### src/soc_pkg.sv
// SoC memory-side package
// Bus widths, region map, control register offsets and region encoding

`default_nettype none

package soc_pkg;

  ////////////////////////////////////////////////////////////
  // Bus widths
  ////////////////////////////////////////////////////////////

  localparam int unsigned AddrWidth    = 32;
  localparam int unsigned DataWidth    = 64;
  localparam int unsigned StrbWidth    = DataWidth / 8;
  localparam int unsigned ByteOffset   = $clog2(StrbWidth);
  localparam int unsigned ApbDataWidth = 32;

  // Main memory depth in 64-bit words
  localparam int unsigned L2NumWords = 1024;
  localparam int unsigned L2IdxWidth = $clog2(L2NumWords);

  ////////////////////////////////////////////////////////////
  // Memory map
  ////////////////////////////////////////////////////////////

  localparam logic [AddrWidth-1:0] DramBase   = 32'h8000_0000;
  localparam logic [AddrWidth-1:0] DramLength = 32'h4000_0000;
  localparam logic [AddrWidth-1:0] UartBase   = 32'hC000_0000;
  localparam logic [AddrWidth-1:0] UartLength = 32'h0000_1000;
  localparam logic [AddrWidth-1:0] CtrlBase   = 32'hD000_0000;
  localparam logic [AddrWidth-1:0] CtrlLength = 32'h0000_1000;

  // Control register byte offsets
  localparam int unsigned CtrlOffWidth = $clog2(CtrlLength);
  localparam logic [CtrlOffWidth-1:0] CtrlExitOffset     = 'h00;
  localparam logic [CtrlOffWidth-1:0] CtrlCntEnOffset    = 'h08;
  localparam logic [CtrlOffWidth-1:0] CtrlEventOffset    = 'h10;
  localparam logic [CtrlOffWidth-1:0] CtrlDramBaseOffset = 'h18;
  localparam logic [CtrlOffWidth-1:0] CtrlDramEndOffset  = 'h20;

  typedef enum logic [1:0] {
    RegionL2   = 2'd0,
    RegionUart = 2'd1,
    RegionCtrl = 2'd2,
    RegionNone = 2'd3
  } region_e;

endpackage

`default_nettype wire

### src/soc_addr_decoder.sv
// Address decoder for the single bus master port
// Picks the target region, raises its request and forms the grant.
// The granted region is registered to steer the response one cycle later.

`timescale 1ns/100ps
`default_nettype none

module soc_addr_decoder import soc_pkg::*; (
  input  wire logic                 clk_i,
  input  wire logic                 rst_n_i,
  input  wire logic                 req_i,
  input  wire logic [AddrWidth-1:0] addr_i,
  output logic                      gnt_o,
  output logic                      rvalid_o,
  output logic                      err_o,
  output logic                      l2_req_o,
  output logic                      ctrl_req_o,
  output logic                      uart_req_o,
  input  wire logic                 uart_done_i,
  input  wire logic                 uart_err_i,
  input  wire logic [DataWidth-1:0] l2_rdata_i,
  input  wire logic [DataWidth-1:0] ctrl_rdata_i,
  input  wire logic [DataWidth-1:0] uart_rdata_i,
  output logic [DataWidth-1:0]      rdata_o
);

  region_e region;
  region_e region_q;
  logic    rvalid_q;

  // Offset compare wraps, so one check covers both bounds
  always_comb begin
    region = RegionNone;
    if ((addr_i - DramBase) < DramLength) begin
      region = RegionL2;
    end else if ((addr_i - UartBase) < UartLength) begin
      region = RegionUart;
    end else if ((addr_i - CtrlBase) < CtrlLength) begin
      region = RegionCtrl;
    end
  end

  assign l2_req_o   = req_i && (region == RegionL2);
  assign ctrl_req_o = req_i && (region == RegionCtrl);
  assign uart_req_o = req_i && (region == RegionUart);

  // UART waits for the bridge, everything else is granted at once
  assign gnt_o = req_i && ((region == RegionUart) ? uart_done_i : 1'b1);

  always_ff @(posedge clk_i or negedge rst_n_i) begin
    if (!rst_n_i) begin
      rvalid_q <= 1'b0;
      region_q <= RegionNone;
    end else begin
      rvalid_q <= gnt_o;
      if (gnt_o) begin
        region_q <= region;
      end
    end
  end

  ////////////////////////////////////////////////////////////
  // Response select
  ////////////////////////////////////////////////////////////

  always_comb begin
    case (region_q)
      RegionL2:   rdata_o = l2_rdata_i;
      RegionCtrl: rdata_o = ctrl_rdata_i;
      RegionUart: rdata_o = uart_rdata_i;
      default:    rdata_o = '0;
    endcase
  end

  assign rvalid_o = rvalid_q;
  assign err_o    = rvalid_q && ((region_q == RegionNone) ||
                                 ((region_q == RegionUart) && uart_err_i));

endmodule

`default_nettype wire

### config.mk
export PLATFORM = sky130hd
export DESIGN_NAME = soc_addr_decoder
export DESIGN_NICKNAME = d
export VERILOG_FILES = /design/src/soc_pkg.sv /design/src/soc_addr_decoder.sv
export SDC_FILE = /design/constraint.sdc
export NUM_CORES = 1
export LEC_CHECK = 0
export ABC_AREA = 1
export BUFFER_PORTS_ARGS = -buffer_cell sky130_fd_sc_hd__buf_4
export CORE_AREA = 3 3 114 116
export DETAILED_ROUTE_END_ITERATION = 10
export DIE_AREA = 0 0 117 119
export GPL_ROUTABILITY_DRIVEN = 1
export HOLD_SLACK_MARGIN = 0.15
export RECOVER_POWER = 50
export SLEW_MARGIN = 20
export SYNTH_ARGS = -nofsm -noshare
export SYNTH_HDL_FRONTEND = slang
export SYNTH_SLANG_ARGS = --single-unit
### constraint.sdc
create_clock -name clk_i -period 1.34 [get_ports clk_i]
set_input_delay 0.268 -clock clk_i [delete_from_list [all_inputs] [get_ports clk_i]]
set_output_delay 0.268 -clock clk_i [all_outputs]
set_load 0.01 [all_outputs]
==> impl_metrics.toml <==
[global_route]
grt_pass1_vias = 3783
grt_pass1_wl_um = 18300
antenna_found_initial = 0
grt_max_degree = 31
grt_overflow = 0
grt_usage_pct = 16.5

[synth]
syn_avg_cell_area_sq_um = 5.12
synth_flop_cell = "dfstp_2"
ys_types = 17
synth_edf_count = 0
synth_top_area_cell = "nand3_1"
ys_ff_latch = 3
yosys.cell_count.top_type = "nand3_1"
netlist_top_cells_area = "nand3_1 56%, nand2_1 17%, buf_4 5.1%"
syn-num-nets = 572
synthCells = 343
yosys.area.top_type_share_pct = 55.8
async_reset_ff_share_pct = 100
synth_common_cells = "196 x nand3_1, 78 x nand2_1, 16 x buf_2"
ys_warn_count = 0
syn_area_sq_um = 1760
synth-seq-area-share_pct = 4.42

[setup_path]
r2r_setup_slack_ns = 0.20
cp-start-kind = "register"
cpPeakStageDelay_ns = 0.58
crit_path_end_kind = "output port"
crit_chain = "buf_12, inv_8, buf_12, nand3_1, nand3_2, buf_6"
worst_path_dominant_cell_family = "flip-flops"
r2r-end = "region_q[0]"
required_ns = 1.07
r2r-start = "region_q[0]"
cpMostUsedCell = "buf_12"
ff2ff_path_depth = 4
path_buf_inv = 4
crit_path_end = "rdata_o[31]"
critPathLaunch = "region_q[1]"
crit_fanout = 24
criticalPathCategory = "register to output port"
critical_path_depth = 6
cp_data_arrival_time_ns = 1.51
crit_slowest_cell = "dfstp_2"

[final_layout]
finalNetCount = 880
insertedDiodeCount = 0
area_delta_synth_final_pct = 229
utilization_pct = 48.1
drive_gt1_share_pct = 77.7

[cts]
clock-root-buffer = "clkbuf_16"
cts_tree = "built"
cts_sinks = 3
cts_inserted_buffers = 3
htree_levels = 1
path_clk_slew_ns = 0.03
cts_buffer_depth = 2
clk_latency_ns = 0.22

[die]
die_area_sq_um = 13900
fp.dieW_um = 117
start_util_pct = 14.6
row_count = 40
ios = 299
die_y_um = 119
core_area_sq_um = 12000

[place]
dp_hpwl_um = 8980
port_buffers = 286
gp_congestion = 0.798

[power_and_ir_drop]
vdd_drop_max_mv = 0.820
p_switching_mw = 1.30
p_int_mw = 1.99
switching_share_pct = 39.5
p_per_area_nw_per_um2 = 568
p_seq_share_pct = 3.5
clockPowerShare_pct = 14.5
p_leak_nw = 3.03
combPwrFrac_pct = 82.0
power_mw = 3.28

[drt]
wl_um = 14400
vias = 3840
dr.first_iter.drc_count = 112
detail_route.wl_per_cell_um = 18.1
via_per_inst = 4.82
first_pass_iters = 6
drc_errors = 0
drtAntennaViolNets = 0

[sta]
setup_ws_ns = -0.443
fin_crit_ns = 1.78
slew-limit-headroom_pct = 84.1
setup_viol = 66
slew_violations = 0
worstMarginPinSlew_ns = 0.238
post-route-period-util_pct = 133
fin_setup_tns_ns = -27.26
rsz0062_at_grt = "true"
hold_violations = 0
finalClockSkew_ns = 0
fmaxAchievable_mhz = 561

[status]
violations = "setup timing"
status = "complete, but fails checks"

[hold_path]
hp-class = "primary input to register"

[run]
drv_cap = 0
-- registers in the layout, indices dropped and copies added (netlist names) --
name / count
region_q: 2
rvalid_o: 1
-- worst min path at each step --
stage,cells past startpoint,start,to
after floorplan,0,rst_n_i,rvalid_o
after global placement,1,rst_n_i,rvalid_o
after detailed placement,1,rst_n_i,rvalid_o
after CTS,3,req_i,region_q[1]
after global routing,3,req_i,region_q[1]
final,3,req_i,region_q[1]
-- power groups by stage --
stage          combinational [mW]  clock [mW]  sequential (mW)
2_1_floorplan               0.854           0            0.107
3_3_place_gp                 1.90           0            0.116
3_5_place_dp                 1.92           0            0.117
4_1_cts                      2.35       0.490            0.113
5_1_grt                      2.85       0.499            0.115
6_report                     2.69       0.477            0.114
-- worst register-to-register path, cell delays in order (launching register included) --
cell,delay (ns)
dfstp_2,0.57
buf_6,0.12
buf_6,0.23
nand2_1,0.10
nand2_1,0.07
-- layout make-up --
class	instances	area [sq um]
tap	147	184
sequential	3	77.6
clock buffer	4	78.8
multi-input combinational	299	2240
inverter	10	50.0
timing repair buffer	334	3150
fill	1146	6230
-- kinds of logic (layout without fill, tap and decap cells) --
logic type / Yosys count / count (layout) / synth area share (%)
simple gates: 295 / 298 / 79.1
buf+inv: 44 / 348 / 16.0
compound gates: 1 / 1 / 0.570
flops: 3 / 3 / 4.42
-- routing by layer --
metal	routed length, um	part of all wire (%)	global-route usage [%]	vias to the layer above
li1	-	-	-	1813
met1	5120	36	16.9	1810
met2	7960	55	33.4	199
met3	1090	7.6	2.39	18
met4	220	1.5	4.37	0
met5	0	0	0	-
-- metrics by stage --
stage | setup WS, ns | hold slack [ns] | instances | cell area [sq um]
after floorplan | -0.00489 | -0.0276 | 343 | 1980
after global placement | -0.391 | 0.0685 | 759 | 4300
after detailed placement | -0.451 | 0.0703 | 759 | 4300
after CTS | -0.461 | 0.301 | 788 | 5030
after global routing | -0.495 | 0.315 | 797 | 5780
final | -0.443 | 0.298 | 797 | 5780
-- layout by cell type, fill, tap and decap left out --
master,instances
nand2_1,46
inv_1,5
o211a_1,1
nand3_1,86
nand3_4,4
buf_4,244
clkbuf_1,2
clkbuf_16,9
nor2_4,16
dlygate4sd3_1,1
nand4_2,1
nor2_1,3
inv_8,1
nand2_4,9
buf_12,15
buf_16,6
buf_6,60
nor3_2,1
inv_6,1
dfstp_2,2
inv_2,3
nor2_8,1
nand3_2,106
dfrtp_1,1
buf_8,1
nand2_2,25
-- repair_timing --
action,in CTS,in global routing
cloned,7,7
endpoints found under the setup margin,68,68
hold endpoints to repair,3,0
buffers inserted,17,4
gates resized for setup,73,143
hold buffers,1,0
pin swaps,13,49
No activity file was read; power rests on OpenSTA's default activity.
