$ cat config.mk
export PLATFORM = sky130hd
export DESIGN_NAME = soc_apb_bridge
export DESIGN_NICKNAME = d
export VERILOG_FILES = /design/src/soc_pkg.sv /design/src/soc_apb_bridge.sv
export SDC_FILE = /design/constraint.sdc
export NUM_CORES = 1
export LEC_CHECK = 0
export BUFFER_PORTS_ARGS = -buffer_cell sky130_fd_sc_hd__buf_2
export CAP_MARGIN = 20
export CORE_AREA = 2 2 108 110
export DETAILED_ROUTE_END_ITERATION = 10
export DIE_AREA = 0 0 110 112
export PLACE_DENSITY = 0.8
export RECOVER_POWER = 50
export SLEW_MARGIN = 30
export SYNTH_ARGS = -nofsm -noshare
export SYNTH_HDL_FRONTEND = slang
export SYNTH_SLANG_ARGS = --single-unit
$ cat constraint.sdc
create_clock -name clk_i -period 9.08 [get_ports clk_i]
set_clock_uncertainty 0.1 [all_clocks]
set_input_delay 0.454 -clock clk_i [delete_from_list [all_inputs] [get_ports clk_i]]
set_output_delay 0.454 -clock clk_i [all_outputs]
set_load 0.01 [all_outputs]
$ cat src/soc_pkg.sv
// SoC memory-side package
// Bus widths, region map, control register offsets and region encoding

`default_nettype none

package soc_pkg;

  ////////////////////////////////////////////////////////////
  // Bus widths
  ////////////////////////////////////////////////////////////

  localparam int unsigned AddrWidth    = 32;
  localparam int unsigned DataWidth    = 64;
  localparam int unsigned StrbWidth    = DataWidth / 8;
  localparam int unsigned ByteOffset   = $clog2(StrbWidth);
  localparam int unsigned ApbDataWidth = 32;

  // Main memory depth in 64-bit words
  localparam int unsigned L2NumWords = 1024;
  localparam int unsigned L2IdxWidth = $clog2(L2NumWords);

  ////////////////////////////////////////////////////////////
  // Memory map
  ////////////////////////////////////////////////////////////

  localparam logic [AddrWidth-1:0] DramBase   = 32'h8000_0000;
  localparam logic [AddrWidth-1:0] DramLength = 32'h4000_0000;
  localparam logic [AddrWidth-1:0] UartBase   = 32'hC000_0000;
  localparam logic [AddrWidth-1:0] UartLength = 32'h0000_1000;
  localparam logic [AddrWidth-1:0] CtrlBase   = 32'hD000_0000;
  localparam logic [AddrWidth-1:0] CtrlLength = 32'h0000_1000;

  // Control register byte offsets
  localparam int unsigned CtrlOffWidth = $clog2(CtrlLength);
  localparam logic [CtrlOffWidth-1:0] CtrlExitOffset     = 'h00;
  localparam logic [CtrlOffWidth-1:0] CtrlCntEnOffset    = 'h08;
  localparam logic [CtrlOffWidth-1:0] CtrlEventOffset    = 'h10;
  localparam logic [CtrlOffWidth-1:0] CtrlDramBaseOffset = 'h18;
  localparam logic [CtrlOffWidth-1:0] CtrlDramEndOffset  = 'h20;

  typedef enum logic [1:0] {
    RegionL2   = 2'd0,
    RegionUart = 2'd1,
    RegionCtrl = 2'd2,
    RegionNone = 2'd3
  } region_e;

endpackage

`default_nettype wire

$ cat src/soc_apb_bridge.sv
// APB master bridge to the UART
// Turns one 64-bit bus request into a 32-bit APB transfer and
// keeps the last response for the decoder

`timescale 1ns/100ps
`default_nettype none

module soc_apb_bridge import soc_pkg::*; (
  input  wire logic                    clk_i,
  input  wire logic                    rst_n_i,
  input  wire logic                    req_i,
  input  wire logic                    we_i,
  input  wire logic [AddrWidth-1:0]    addr_i,
  input  wire logic [DataWidth-1:0]    wdata_i,
  input  wire logic [StrbWidth-1:0]    be_i,
  output logic                         done_o,
  output logic [DataWidth-1:0]         rdata_o,
  output logic                         err_o,
  output logic                         psel_o,
  output logic                         penable_o,
  output logic                         pwrite_o,
  output logic [AddrWidth-1:0]         paddr_o,
  output logic [ApbDataWidth-1:0]      pwdata_o,
  input  wire logic [ApbDataWidth-1:0] prdata_i,
  input  wire logic                    pready_i,
  input  wire logic                    pslverr_i
);

  typedef enum logic [1:0] {
    Idle,
    Setup,
    Access
  } state_e;

  state_e                  state_q, state_d;
  logic                    we_q;
  logic [AddrWidth-1:0]    addr_q;
  logic [ApbDataWidth-1:0] wdata_q;
  logic [ApbDataWidth-1:0] lane_wdata;
  logic [DataWidth-1:0]    rdata_q;
  logic                    err_q;

  // Lane by address bit 2; APB3 has no pstrb, disabled bytes go out as zero
  always_comb begin
    lane_wdata = addr_i[2] ? wdata_i[DataWidth-1 -: ApbDataWidth] : wdata_i[ApbDataWidth-1:0];
    for (int b = 0; b < ApbDataWidth/8; b++) begin
      if (!be_i[addr_i[2]*(ApbDataWidth/8) + b]) begin
        lane_wdata[b*8 +: 8] = 8'h00;
      end
    end
  end

  always_comb begin
    state_d = state_q;
    case (state_q)
      Idle:    if (req_i) state_d = Setup;
      Setup:   state_d = Access;
      Access:  if (pready_i) state_d = Idle;
      default: state_d = Idle;
    endcase
  end

  always_ff @(posedge clk_i or negedge rst_n_i) begin
    if (!rst_n_i) begin
      state_q <= Idle;
      err_q   <= 1'b0;
    end else begin
      state_q <= state_d;
      if (done_o) begin
        err_q <= pslverr_i;
      end
    end
  end

  // Request payload and read data
  always_ff @(posedge clk_i) begin
    if (state_q == Idle && req_i) begin
      we_q    <= we_i;
      addr_q  <= addr_i;
      wdata_q <= lane_wdata;
    end
    if (done_o) begin
      rdata_q <= addr_q[2] ? {prdata_i, {ApbDataWidth{1'b0}}} : {{ApbDataWidth{1'b0}}, prdata_i};
    end
  end

  assign done_o    = (state_q == Access) && pready_i;
  assign psel_o    = (state_q != Idle);
  assign penable_o = (state_q == Access);
  assign pwrite_o  = we_q;
  assign paddr_o   = addr_q;
  assign pwdata_o  = wdata_q;
  assign rdata_o   = rdata_q;
  assign err_o     = err_q;

endmodule

`default_nettype wire

==> metrics.log <==
INFO  metric layout_setup_ws = 5.82 ns
INFO  metric rows = 39
INFO  metric synth.yosys.seq_area_share = around 80%
INFO  metric share_clk_of_total_power = roughly 38%
INFO  metric mappedNetlistArea = approximately 4900 um2
INFO  metric path_clk_slew = approximately 0.06 ns
INFO  metric final-hold-violation-count = 0
INFO  metric drt_iter0_markers = 147
INFO  metric dp_cells = 718
INFO  metric max-vdd-ir-drop = ~0.13 mV
INFO  metric pwr_density_cell = 263 nW/um2
INFO  metric grt_antenna_before_repair = 4
INFO  metric grt_start_max_net_pins = 67
INFO  metric sequential_share_of_power = a little under half
INFO  metric avgRoutedWirePerCell = 16.1 um
INFO  metric design.portCount = between 200 and 300
INFO  metric setup.worst_path.start_class = flip-flop
INFO  metric die_w = 110 um
INFO  metric postSynthAreaPerCell = 15.5 um2
INFO  metric post_layout_nonfiller_instances = 754
INFO  metric power.share.combinational = 16.3%
INFO  metric gr-total-overflow = 0
INFO  metric crit_path_max_fanout = 65
INFO  metric design.final.nets = about 740
INFO  metric finalCriticalPeriod = between 3 and 4 ns
INFO  metric max_slew.worst_pin.slew = 2.23 ns
INFO  metric die_y = 112 um
INFO  metric run_status = finished, violations left
INFO  metric cell_internal_pwr = 1.35 mW
INFO  metric ff2ff_setup_slack = 6.58 ns
INFO  metric total_power = 1.83 mW
INFO  metric grt_setup_unrepaired = no
INFO  metric avgViaCountPerCell = 4.81
INFO  metric area_growth = 40.9%
INFO  metric synth_cell_types = 20
INFO  metric global_route.usage.total = 19.8%
INFO  metric layout-drive-gt1-share = just over 40%
INFO  metric numPortBuffers = about 270
INFO  metric slew_violations = 131
INFO  metric maxCapViolations = 2
INFO  metric tritoncts = done
INFO  metric synth_warnings = 0
INFO  metric layout_worst_path_cycle_share = 35.9%
INFO  metric slowest_stage = clkbuf_1
INFO  metric numClockSinks = 132
INFO  metric fillers = 902
INFO  metric pre_cts_slack = 6.89 ns
INFO  metric detailedPlacementHpwl = 8.84 mm
INFO  metric cp.required = 8.53 ns
INFO  metric worst_hold_path_type = primary input to flip-flop
INFO  metric crit_path_max_incr_delay = 1.58 ns
INFO  metric switching_power = 482 uW
INFO  metric first_global_vias = 3701
INFO  metric multi_input_area = 911 um2
INFO  metric tritoncts.num_buffers = 17
INFO  metric dr.pass1.iters = 4
INFO  metric post_cts.resized_instances = 0
INFO  metric worst_hold_slack = 0.118 ns
INFO  metric cp_endpoint_kind = primary output
INFO  metric gp_routability_congestion = 0.896
INFO  metric dieArea = 12300 um2
INFO  metric leakagePower = 2.80 nW
INFO  metric core_box_area = between 10000 and 15000 um2
INFO  metric post_cts_hold_buffer_count = 1
INFO  metric route.vias.total = 3628
INFO  metric floorplan.initialDensity = around 44%
INFO  metric crit_chain = clkbuf_1 > buf_2
INFO  metric mostFrequentLayoutCell = buf_2
INFO  metric clk_root_buffer_cell = clkbuf_16
INFO  metric maxClockFrequency = 0.307 GHz
INFO  metric final.setup.tns = 0 ns
INFO  metric clock_path_buffers = 2
INFO  metric arrival = 2.70 ns
INFO  metric ys_seq_elements = 132
INFO  metric netSwitchingFraction = 26.3%
INFO  metric post_synth_inst_count = 319
INFO  metric htree_num_levels = 4
INFO  metric setup.worst_path.class = flip-flop to primary output
INFO  metric clkLatencyLatePin = around 0.4 ns
INFO  metric timing.critical_path.buf_inv = 2
INFO  metric detail_route.drc_violations = 0
INFO  metric setup_viol = 0
INFO  metric postCtsSetupRepairBufs = 0
INFO  metric ant_nets = 0
INFO  metric violations = capacitance limit, slew limit
INFO  metric grt_first_pass_wirelength = 18.1 mm
INFO  metric cp_top_family = buffers and inverters
INFO  metric timing.max_slew.rel_slack = -48.5%
INFO  metric finalWirelength = 12.1 mm
INFO  metric layout.cells.most_common_list = buf_2, edfxtp_1, clkbuf_1
INFO  metric register_area = 3950 um2
INFO  metric synth.net_count = 461
==> worst register-to-register path: stages (launching register included) <==
cell      delay [ns]
edfxtp_1        0.32
clkbuf_1        1.58
nor2b_1         0.16
==> cell type report <==
cell class	instances	area share [%]
Antenna cell	3	0.108
Clock buffer	17	6.10
Clock inverter	15	2.58
Inverter	1	0.0538
Multi-Input combinational cell	165	13.1
Sequential cell	132	56.6
Tap cell	143	2.57
Timing Repair Buffer	278	18.9
==> sequential cells by signal, summed over array words and instances, names as in the netlist <==
register and cells:
err_o 1, rdata_o 64, pwrite_o 1, paddr_o 32, pwdata_o 32, state_q 2
==> cell families after synthesis <==
logic type / after synthesis / share of synthesized area [%]
AOI/OAI and AO/OA: 32 / 3.44
buffers and inverters: 22 / 1.97
DFF: 132 / 79.8
muxes: 2 / 0.505
and+or+nand+nor: 131 / 14.3
==> synthesized netlist by cell type <==
cell | number | area (um2)
and2_1 | 32 | 200
dfrtp_1 | 3 | 75.1
buf_1 | 3 | 11.3
and3b_2 | 1 | 10.0
mux2_4 | 1 | 15.0
or2_2 | 1 | 6.26
mux2i_1 | 1 | 10.0
nor2_1 | 2 | 7.51
and2b_2 | 1 | 8.76
clkbuf_2 | 1 | 5.00
clkbuf_1 | 6 | 22.5
nand2_1 | 30 | 113
edfxtp_1 | 129 | 3870
nand2b_1 | 1 | 6.26
inv_1 | 1 | 3.75
a32o_1 | 2 | 20.0
nor2b_1 | 33 | 206
o21ai_0 | 30 | 150
buf_2 | 11 | 55.1
nand3_1 | 30 | 150
==> power by group through the flow <==
stage | sequential, mW | clock, mW | combinational (mW)
2_1_floorplan | 0.909 | 0 | 0.103
3_3_place_gp | 0.847 | 0 | 0.304
4_1_cts | 0.840 | 0.703 | 0.314
6_report | 0.840 | 0.693 | 0.298
5_1_grt | 0.851 | 0.730 | 0.328
3_5_place_dp | 0.851 | 0 | 0.312
==> path summary, 6_finish.rpt <==
kind | from | endpoint | cells after the start
min in group asynchronous | rst_n_i | err_o | 2
max in group asynchronous | rst_n_i | state_q[0] | 2
worst max-delay path | paddr_o[2] | paddr_o[2] | 2
worst max register to register | paddr_o[2] | rdata_o[19] | 2
worst min-delay path | addr_i[23] | paddr_o[23] | 1
worst min register to register | err_o | err_o | 1
==> metrics by stage <==
| stage | cell area (um2) | utilization, % |
|---|---|---|
| floorplan | 4950 | - |
| global placement | 6440 | 57.6 |
| detailed placement | 6440 | 57.6 |
| CTS | 7050 | 63.1 |
| global route | 6970 | 62.4 |
| finish | 6970 | 62.4 |
==> metal layers <==
metal  global-route usage (%)  share of wire [%]
met1                     20.3                 34
met2                     33.7                 52
met3                     9.66                 12
met4                     8.86                2.1
met5                        0                  0
(Power assumes the default switching activity.)
