**src/soc_pkg.sv**
```systemverilog
// SoC memory-side package
// Bus widths, region map, control register offsets and region encoding

`default_nettype none

package soc_pkg;

  ////////////////////////////////////////////////////////////
  // Bus widths
  ////////////////////////////////////////////////////////////

  localparam int unsigned AddrWidth    = 32;
  localparam int unsigned DataWidth    = 64;
  localparam int unsigned StrbWidth    = DataWidth / 8;
  localparam int unsigned ByteOffset   = $clog2(StrbWidth);
  localparam int unsigned ApbDataWidth = 32;

  // Main memory depth in 64-bit words
  localparam int unsigned L2NumWords = 1024;
  localparam int unsigned L2IdxWidth = $clog2(L2NumWords);

  ////////////////////////////////////////////////////////////
  // Memory map
  ////////////////////////////////////////////////////////////

  localparam logic [AddrWidth-1:0] DramBase   = 32'h8000_0000;
  localparam logic [AddrWidth-1:0] DramLength = 32'h4000_0000;
  localparam logic [AddrWidth-1:0] UartBase   = 32'hC000_0000;
  localparam logic [AddrWidth-1:0] UartLength = 32'h0000_1000;
  localparam logic [AddrWidth-1:0] CtrlBase   = 32'hD000_0000;
  localparam logic [AddrWidth-1:0] CtrlLength = 32'h0000_1000;

  // Control register byte offsets
  localparam int unsigned CtrlOffWidth = $clog2(CtrlLength);
  localparam logic [CtrlOffWidth-1:0] CtrlExitOffset     = 'h00;
  localparam logic [CtrlOffWidth-1:0] CtrlCntEnOffset    = 'h08;
  localparam logic [CtrlOffWidth-1:0] CtrlEventOffset    = 'h10;
  localparam logic [CtrlOffWidth-1:0] CtrlDramBaseOffset = 'h18;
  localparam logic [CtrlOffWidth-1:0] CtrlDramEndOffset  = 'h20;

  typedef enum logic [1:0] {
    RegionL2   = 2'd0,
    RegionUart = 2'd1,
    RegionCtrl = 2'd2,
    RegionNone = 2'd3
  } region_e;

endpackage

`default_nettype wire

```
**src/soc_ctrl_regs.sv**
```systemverilog
// Control and status registers
// Exit, counter enable and event trigger are writable levels,
// the DRAM bounds read back as constants

`timescale 1ns/100ps
`default_nettype none

module soc_ctrl_regs import soc_pkg::*; (
  input  wire logic                 clk_i,
  input  wire logic                 rst_n_i,
  input  wire logic                 req_i,
  input  wire logic                 we_i,
  input  wire logic [AddrWidth-1:0] addr_i,
  input  wire logic [DataWidth-1:0] wdata_i,
  input  wire logic [StrbWidth-1:0] be_i,
  output logic [DataWidth-1:0]      rdata_o,
  output logic [DataWidth-1:0]      exit_o,
  output logic [DataWidth-1:0]      hw_cnt_en_o,
  output logic [DataWidth-1:0]      event_trigger_o
);

  logic [CtrlOffWidth-1:0] offset;
  logic [DataWidth-1:0]    exit_q;
  logic [DataWidth-1:0]    cnt_en_q;
  logic [DataWidth-1:0]    event_q;
  logic [DataWidth-1:0]    rdata_d;
  logic [DataWidth-1:0]    rdata_q;

  function automatic logic [DataWidth-1:0] merge_bytes(input logic [DataWidth-1:0] old_val,
                                                       input logic [DataWidth-1:0] new_val,
                                                       input logic [StrbWidth-1:0] be);
    logic [DataWidth-1:0] res;
    res = old_val;
    for (int b = 0; b < StrbWidth; b++) begin
      if (be[b]) begin
        res[b*8 +: 8] = new_val[b*8 +: 8];
      end
    end
    return res;
  endfunction

  assign offset = addr_i[CtrlOffWidth-1:0];

  always_comb begin
    case (offset)
      CtrlExitOffset:     rdata_d = exit_q;
      CtrlCntEnOffset:    rdata_d = cnt_en_q;
      CtrlEventOffset:    rdata_d = event_q;
      CtrlDramBaseOffset: rdata_d = {{(DataWidth-AddrWidth){1'b0}}, DramBase};
      CtrlDramEndOffset:  rdata_d = {{(DataWidth-AddrWidth){1'b0}}, DramBase + DramLength};
      default:            rdata_d = '0;
    endcase
  end

  always_ff @(posedge clk_i or negedge rst_n_i) begin
    if (!rst_n_i) begin
      exit_q   <= '0;
      cnt_en_q <= '0;
      event_q  <= '0;
      rdata_q  <= '0;
    end else if (req_i) begin
      if (we_i) begin
        if (offset == CtrlExitOffset)  exit_q   <= merge_bytes(exit_q, wdata_i, be_i);
        if (offset == CtrlCntEnOffset) cnt_en_q <= merge_bytes(cnt_en_q, wdata_i, be_i);
        if (offset == CtrlEventOffset) event_q  <= merge_bytes(event_q, wdata_i, be_i);
      end else begin
        rdata_q <= rdata_d;
      end
    end
  end

  assign rdata_o         = rdata_q;
  assign exit_o          = exit_q;
  assign hw_cnt_en_o     = cnt_en_q;
  assign event_trigger_o = event_q;

endmodule

`default_nettype wire

```
**config.mk**
```make
export PLATFORM = sky130hd
export DESIGN_NAME = soc_ctrl_regs
export DESIGN_NICKNAME = d
export VERILOG_FILES = /design/src/soc_pkg.sv /design/src/soc_ctrl_regs.sv
export SDC_FILE = /design/constraint.sdc
export NUM_CORES = 1
export LEC_CHECK = 0
export BUFFER_PORTS_ARGS = -buffer_cell sky130_fd_sc_hd__buf_2
export CORE_UTILIZATION = 45
export DETAILED_ROUTE_END_ITERATION = 16
export HOLD_SLACK_MARGIN = 0.03
export PLACE_DENSITY_LB_ADDON = 0.12
export REMOVE_ABC_BUFFERS = 1
export SYNTH_ARGS = -nofsm -noshare
export SYNTH_HDL_FRONTEND = slang
export SYNTH_SLANG_ARGS = --single-unit
```
**constraint.sdc**
```tcl
create_clock -name clk_i -period 1 [get_ports clk_i]
set_clock_uncertainty 0.1 [all_clocks]
set_input_delay 0.2 -clock clk_i [delete_from_list [all_inputs] [get_ports clk_i]]
set_output_delay 0.2 -clock clk_i [all_outputs]
set_load 0.02 [all_outputs]
```
==> results of run 1 <==
-- area by class of cell --
| cell class | count | area [um^2] |
|---|---|---|
| timing repair buffer | 704 | 6873 |
| clock buffer | 44 | 820.8 |
| clock inverter | 7 | 98.84 |
| antenna | 3 | 7.507 |
| sequential | 256 | 6407 |
| fill | 1042 | 3433 |
| multi-input combinational | 436 | 4742 |
| tap | 313 | 391.6 |
| inverter | 1 | 3.754 |
-- Yosys cell counts, drive strengths merged, types with 2 or more instances --
cell type  instances
or4                2
mux2i             62
a22oi             63
nor4               5
nand4b             2
buf                2
mux2             192
clkbuf            28
nor2               2
nand2             26
nand3              3
dfrtp            256
o21ai             65
or3                2
-- power by group through the flow --
stage | Combinational (mW) | Sequential, mW | Clock, mW
3_5_place_dp | 0.926 | 10.6 | 0
4_1_cts | 1.25 | 10.4 | 10.4
5_1_grt | 1.41 | 10.4 | 10.9
2_1_floorplan | 0.133 | 10.6 | 0
6_report | 1.33 | 10.4 | 10.4
3_3_place_gp | 0.929 | 10.6 | 0
-- through the flow --
step           area (um^2)  TNS [ps]  util (%)  std cells  hold WS [ps]
4_1_cts              18090   -230410     79.42       1675         18.08
3_3_place_gp         13010   -298880     57.11       1393        -3.632
6_report             19340   -229970     84.93       1764         6.957
2_1_floorplan        10390   -408770         -        693        -195.6
5_1_grt              19340   -246310     84.93       1764         36.83
3_5_place_dp         13010   -303470     57.11       1393        -1.225
-- state kept, by name, indices dropped and copies added, names as in the netlist --
signal / count
rdata_o: 64
event_trigger_o: 64
exit_o: 64
hw_cnt_en_o: 64
-- logic make-up (layout without fill, tap and decap cells) --
group	count (synthesis)	after routing	synth area share, %
AO/OA/AOI/OAI	132	132	7.887
multiplexers	254	254	26.50
AND/OR/NAND/NOR	50	50	3.514
flip-flops	256	256	61.00
buffers and inverters	31	756	1.108
other	0	3	0
-- critical path: stages --
cell and delay, ps:
buf_6 90, or3_4 420, buf_12 150, nor4_4 320, buf_6 210, buf_12 120
nand2_8 70, mux2_2 310
-- routing by layer --
metal  vias up  track usage, %  part of all wire [%]
met5         -               0                     0
met4         0           13.77                   6.5
met3       182           7.257                   7.0
met2       525           54.04                    50
met1      4956           38.30                    37
li1       4121               -                     -
-- how the worst min path moves through the flow --
stage / depth (start not counted) / to / slack, ps / from
2_1_floorplan: 0 / event_trigger_o[0]$_DFFE_PN0P_ / -200 / rst_n_i
3_3_place_gp: 1 / event_trigger_o[25]$_DFFE_PN0P_ / -4 / rst_n_i
3_5_place_dp: 1 / event_trigger_o[25]$_DFFE_PN0P_ / -1 / rst_n_i
4_1_cts: 2 / event_trigger_o[25]$_DFFE_PN0P_ / 20 / rst_n_i
5_1_grt: 2 / exit_o[25]$_DFFE_PN0P_ / 40 / rst_n_i
6_report: 4 / rdata_o[30]$_DFFE_PN0P_ / 7 / addr_i[5]
-- timing repair --
item | 4_1_cts | 5_1_grt
resized for setup | 616 | 157
endpoints found under the hold margin | 449 | 0
hold buffers | 65 | 0
cloned | 5 | 12
setup buffers | 161 | 78
pin swaps | 13 | 44
endpoints found under the setup margin | 512 | 512
==> metrics, run 1 <==
FF-to-FF Start=event_trigger_o[42]$_DFFE_PN0P_; commonest non-fill, non-tap cell in the layout=buf_6; Syn Area/Cell=14.53 um^2; worst setup path end=event_trigger_o[25]$_DFFE_PN0P_; Clock power frac=47.1%; r2r setup slk=-260 ps; vias in the first global route=10030; Final setup viols=512; Gate power share=6.0%; CP Data Arrival Time=1910 ps; placer congestion estimate=0.7998; Final ANT Viol Nets=0; WS Path Type=in2reg; vias=9784; number of synthesized flops with an enable pin=0; failing checks=setup timing; crit path time final=1582 ps; instance count of the mapped netlist=723; post-synth cell types=31; Area Overhead vs Synth=84.19%; Cell Rows=55; Async SR Flop Fraction=100.0%; die area=23950 um^2; status=complete, but fails checks; Die Span Y=154.8 um; critical path required time=1320 ps; worst skew pair latency=540 ps; Initial Util=46.11%; Crit. Startpoint=addr_i[1]; core region area=22780 um^2; root buffer cell=clkbuf_16; period utilization=158.2%; Main synth FF type=dfrtp_1; Fmax=0.6323 GHz; largest net degree at the start of global routing=60; initial drt markers=482; Critical Path Fanout Max=8; IO Port Bufs=343; RSZ-0062 raised after global routing=yes; commonest cells after routing, fill and taps aside=283 x buf_6, 255 x dfrtp_1, 237 x buf_4, 180 x mux2_2, 79 x buf_2; Total Wirelength=43740 um; sw power=5.048 mW; initial antenna violation count=3; Worst-path clk slew=60 ps; clock sinks=256; Clock Path Buffers=3; Rel. slew slack=61.35%; Final Hold Viols=0; IR Drop Worst-Case VDD=1.087 mV; Reg2Reg Depth=4; Yosys Warn Count=0; sw frac=22.82%; sequential fraction of the synthesis area=61.00%; Yosys top cell area share=61.00%; Nets=1535; Final Power=22.12 mW; Internal=17.07 mW; layout cell share with drive strength beyond 1=68.23%; Slew Limit Fails=0; max cap viols=0; P_leak=9.949 nW; Total Routing Usage GR=31.60%; CP Launch Type=input port; Hold Path Class=in2reg; DP HPWL=21030 um; Overflow after GRT=0; H-tree depth=1; PnR worst setup slack=-581.5 ps; CTS tree=yes; crit path capture type=flip-flop; Seq pwr share=46.9%; Syn Std Cell Area=10500 um^2; first-pass GRT wire length=57660 um; die width=154.8 um; number of CTS-inserted buffers=28; reg-to-reg endpoint=rdata_o[42]$_DFFE_PN0P_; worst-margin pin slew=579.8 ps; Area contributors post-synth=dfrtp_1 61%, mux2_2 19%, mux2i_1 5.9%; dpl ws=-1268 ps; routed length per placed instance=24.80 um; DRC=0; area leader, netlist=dfrtp_1; Ports=364; Initial DRT Pass Iterations=5; via/cell ratio=5.546; PD cells=1144 nW/um^2; Seq cells post-synth=256
No activity file was read; power rests on OpenSTA's default activity.
==> run 2: changes to the inputs <==
--- a/config.mk
+++ b/config.mk
@@ -9,6 +9,7 @@
 export CORE_UTILIZATION = 45
 export DETAILED_ROUTE_END_ITERATION = 16
 export HOLD_SLACK_MARGIN = 0.03
+export MAX_ROUTING_LAYER = met4
 export PLACE_DENSITY_LB_ADDON = 0.12
 export REMOVE_ABC_BUFFERS = 1
 export SYNTH_ARGS = -nofsm -noshare
==> run 2 against run 1 <==
Effect of this change: the flow still finishes with violations (setup timing); hold slack improved by 11 ps; sequential share of layout area fell by 0.081 points; core utilization rose by 0.19 points; first-iteration DRC count rose by 4.8%; combinational power barely moved; die area did not move; non-clock buffer count rose by 1; fmax fell by 1.8%; clock power barely moved.
==> metrics, run 2 (same netlist as run 1, synthesis figures left out) <==
placer congestion estimate=0.8137 (+1.7%); vias=9864 (+0.82%); Seq pwr share=46.9% (about the same); Initial DRT Pass Iterations=5 (unchanged); number of CTS-inserted buffers=28 (unchanged); Gate power share=6.0% (about the same); Hold Path Class=in2reg; CP Data Arrival Time=1920 ps (about the same); crit path time final=1611 ps (+29.28 ps); Cell Rows=55 (unchanged); critical path required time=1310 ps (about the same); final instance area=19390 um^2 (+0.23%); status=complete, but fails checks; Min Hold Slack=17.69 ps (+10.73 ps); DRC=0 (unchanged); initial drt markers=505 (+4.8%); P_leak=9.961 nW (+0.13%); vias in the first global route=10030 (-0.020%); IR Drop Worst-Case VDD=1.114 mV (+2.5%); Final Hold Viols=0 (unchanged); Rel. slew slack=63.59% (+2.2 points); via/cell ratio=5.589 (+0.76%); root buffer cell=clkbuf_16; die area=23950 um^2 (unchanged); Total Routing Usage GR=32.54% (+0.94 points); Ports=364 (unchanged); worst skew pair latency=540 ps (about the same); sw frac=22.81% (about the same); Internal=17.07 mW (about the same); Worst-path clk slew=60 ps (about the same); clock sinks=256 (unchanged); highest metal layer with signal wires=met4; Fmax=0.6208 GHz (-1.8%); PD cells=1141 nW/um^2 (-0.25%); largest net degree at the start of global routing=60 (unchanged); Clock power frac=47.0% (about the same); Critical Path Fanout Max=8 (unchanged); CP Launch Type=input port; Metal-1 WL=16030 um (about the same); PnR worst setup slack=-610.8 ps (-29.28 ps); max cap viols=0 (unchanged); routed length per placed instance=24.98 um (+0.75%); Nets=1536 (+0.065%); commonest cells after routing, fill and taps aside=284 x buf_6, 256 x dfrtp_1, 237 x buf_4, 180 x mux2_2, 79 x buf_2; Area Overhead vs Synth=84.61%; failing checks=setup timing; WS Path Type=in2reg; layout cell share with drive strength beyond 1=68.67% (+0.44 points); DP HPWL=21030 um (unchanged); initial antenna violation count=3 (unchanged); die width=154.8 um (unchanged); commonest non-fill, non-tap cell in the layout=buf_6; RSZ-0062 raised after global routing=yes; crit path capture type=flip-flop; DR WL met3=3219 um (+5.2%); period utilization=161.1% (+2.9 points); area of placed instances=13010 um^2 (unchanged); Total Wirelength=44100 um (+0.81%); sw power=5.044 mW (about the same); Slew Limit Fails=0 (unchanged); Die Span Y=154.8 um (unchanged); met2 wire length=21990 um (+0.68%); Initial Util=46.11% (unchanged); Overflow after GRT=0 (unchanged); H-tree depth=1 (unchanged); core region area=22780 um^2 (unchanged); CTS tree=yes; worst-margin pin slew=546.1 ps (-33.65 ps); first-pass GRT wire length=57600 um (about the same); Clock Path Buffers=3 (unchanged); IO Port Bufs=343 (unchanged); Final setup viols=512 (unchanged); Final ANT Viol Nets=0 (unchanged)
==> run 2: power groups by stage <==
stage	clock network (mW)	logic (mW)	registers, mW
final	10.4	1.33	10.4
after CTS	10.4	1.25	10.4
after global placement	0	0.929	10.6
after global routing	10.9	1.41	10.4
after detailed placement	0	0.926	10.6
after floorplan	0	0.133	10.6
==> run 2: worst paths after layout <==
| path | from | endpoint | slack [ps] | cells past startpoint |
|---|---|---|---|---|
| worst min register to register | rdata_o[48]$_DFFE_PN0P_ | rdata_o[48]$_DFFE_PN0P_ | 450 | 2 |
| max in group asynchronous | rst_n_i | rdata_o[31]$_DFFE_PN0P_ | 250 | 3 |
| min in group asynchronous | rst_n_i | exit_o[21]$_DFFE_PN0P_ | 30 | 2 |
| worst max-delay path | addr_i[3] | exit_o[1]$_DFFE_PN0P_ | -610 | 6 |
| worst max register to register | event_trigger_o[42]$_DFFE_PN0P_ | rdata_o[42]$_DFFE_PN0P_ | -270 | 4 |
| worst min-delay path | addr_i[5] | rdata_o[30]$_DFFE_PN0P_ | 20 | 4 |
==> run 2: final cells by class <==
cell class                      count  area [um^2]
Timing Repair Buffer              705         6884
Fill cell                        1047         3390
Clock buffer                       44        820.8
Antenna cell                        3        7.507
Inverter                            1        3.754
Sequential cell                   256         6406
Tap cell                          313        391.6
Clock inverter                      7        98.84
Multi-Input combinational cell    436         4776
==> run 2: timing repair <==
item                                    4_1_cts  5_1_grt
resized for setup                           616      164
cloned                                        5       12
setup buffers                               161       79
endpoints found under the hold margin       449        0
endpoints found under the setup margin      512      512
pin swaps                                    13       45
hold buffers                                 65        0
==> run 2: routing by layer <==
layer,GRT usage (%),vias up
met5,-,-
met4,13.81,0
met3,6.584,194
met2,53.98,530
met1,38.69,5013
li1,-,4127
==> run 2: through the flow <==
stage / power (mW) / worst slack, ps / std cells / TNS (ps) / utilization, %
global placement: 11.49 / -1246 / 1393 / -298880 / 57.11
floorplan: 10.71 / -2881 / 693 / -408770 / -
finish: 22.12 / -610.8 / 1765 / -231260 / 85.12
detailed placement: 11.49 / -1268 / 1393 / -303470 / 57.11
CTS: 22.05 / -570.0 / 1675 / -230410 / 79.42
global route: 22.71 / -621.7 / 1765 / -246690 / 85.12
==> run 2: critical path, stage by stage <==
cell and delay, ps:
buf_4 140, or4bb_4 550, nor4_4 320, buf_6 230
nand2_4 140, mux2_2 330
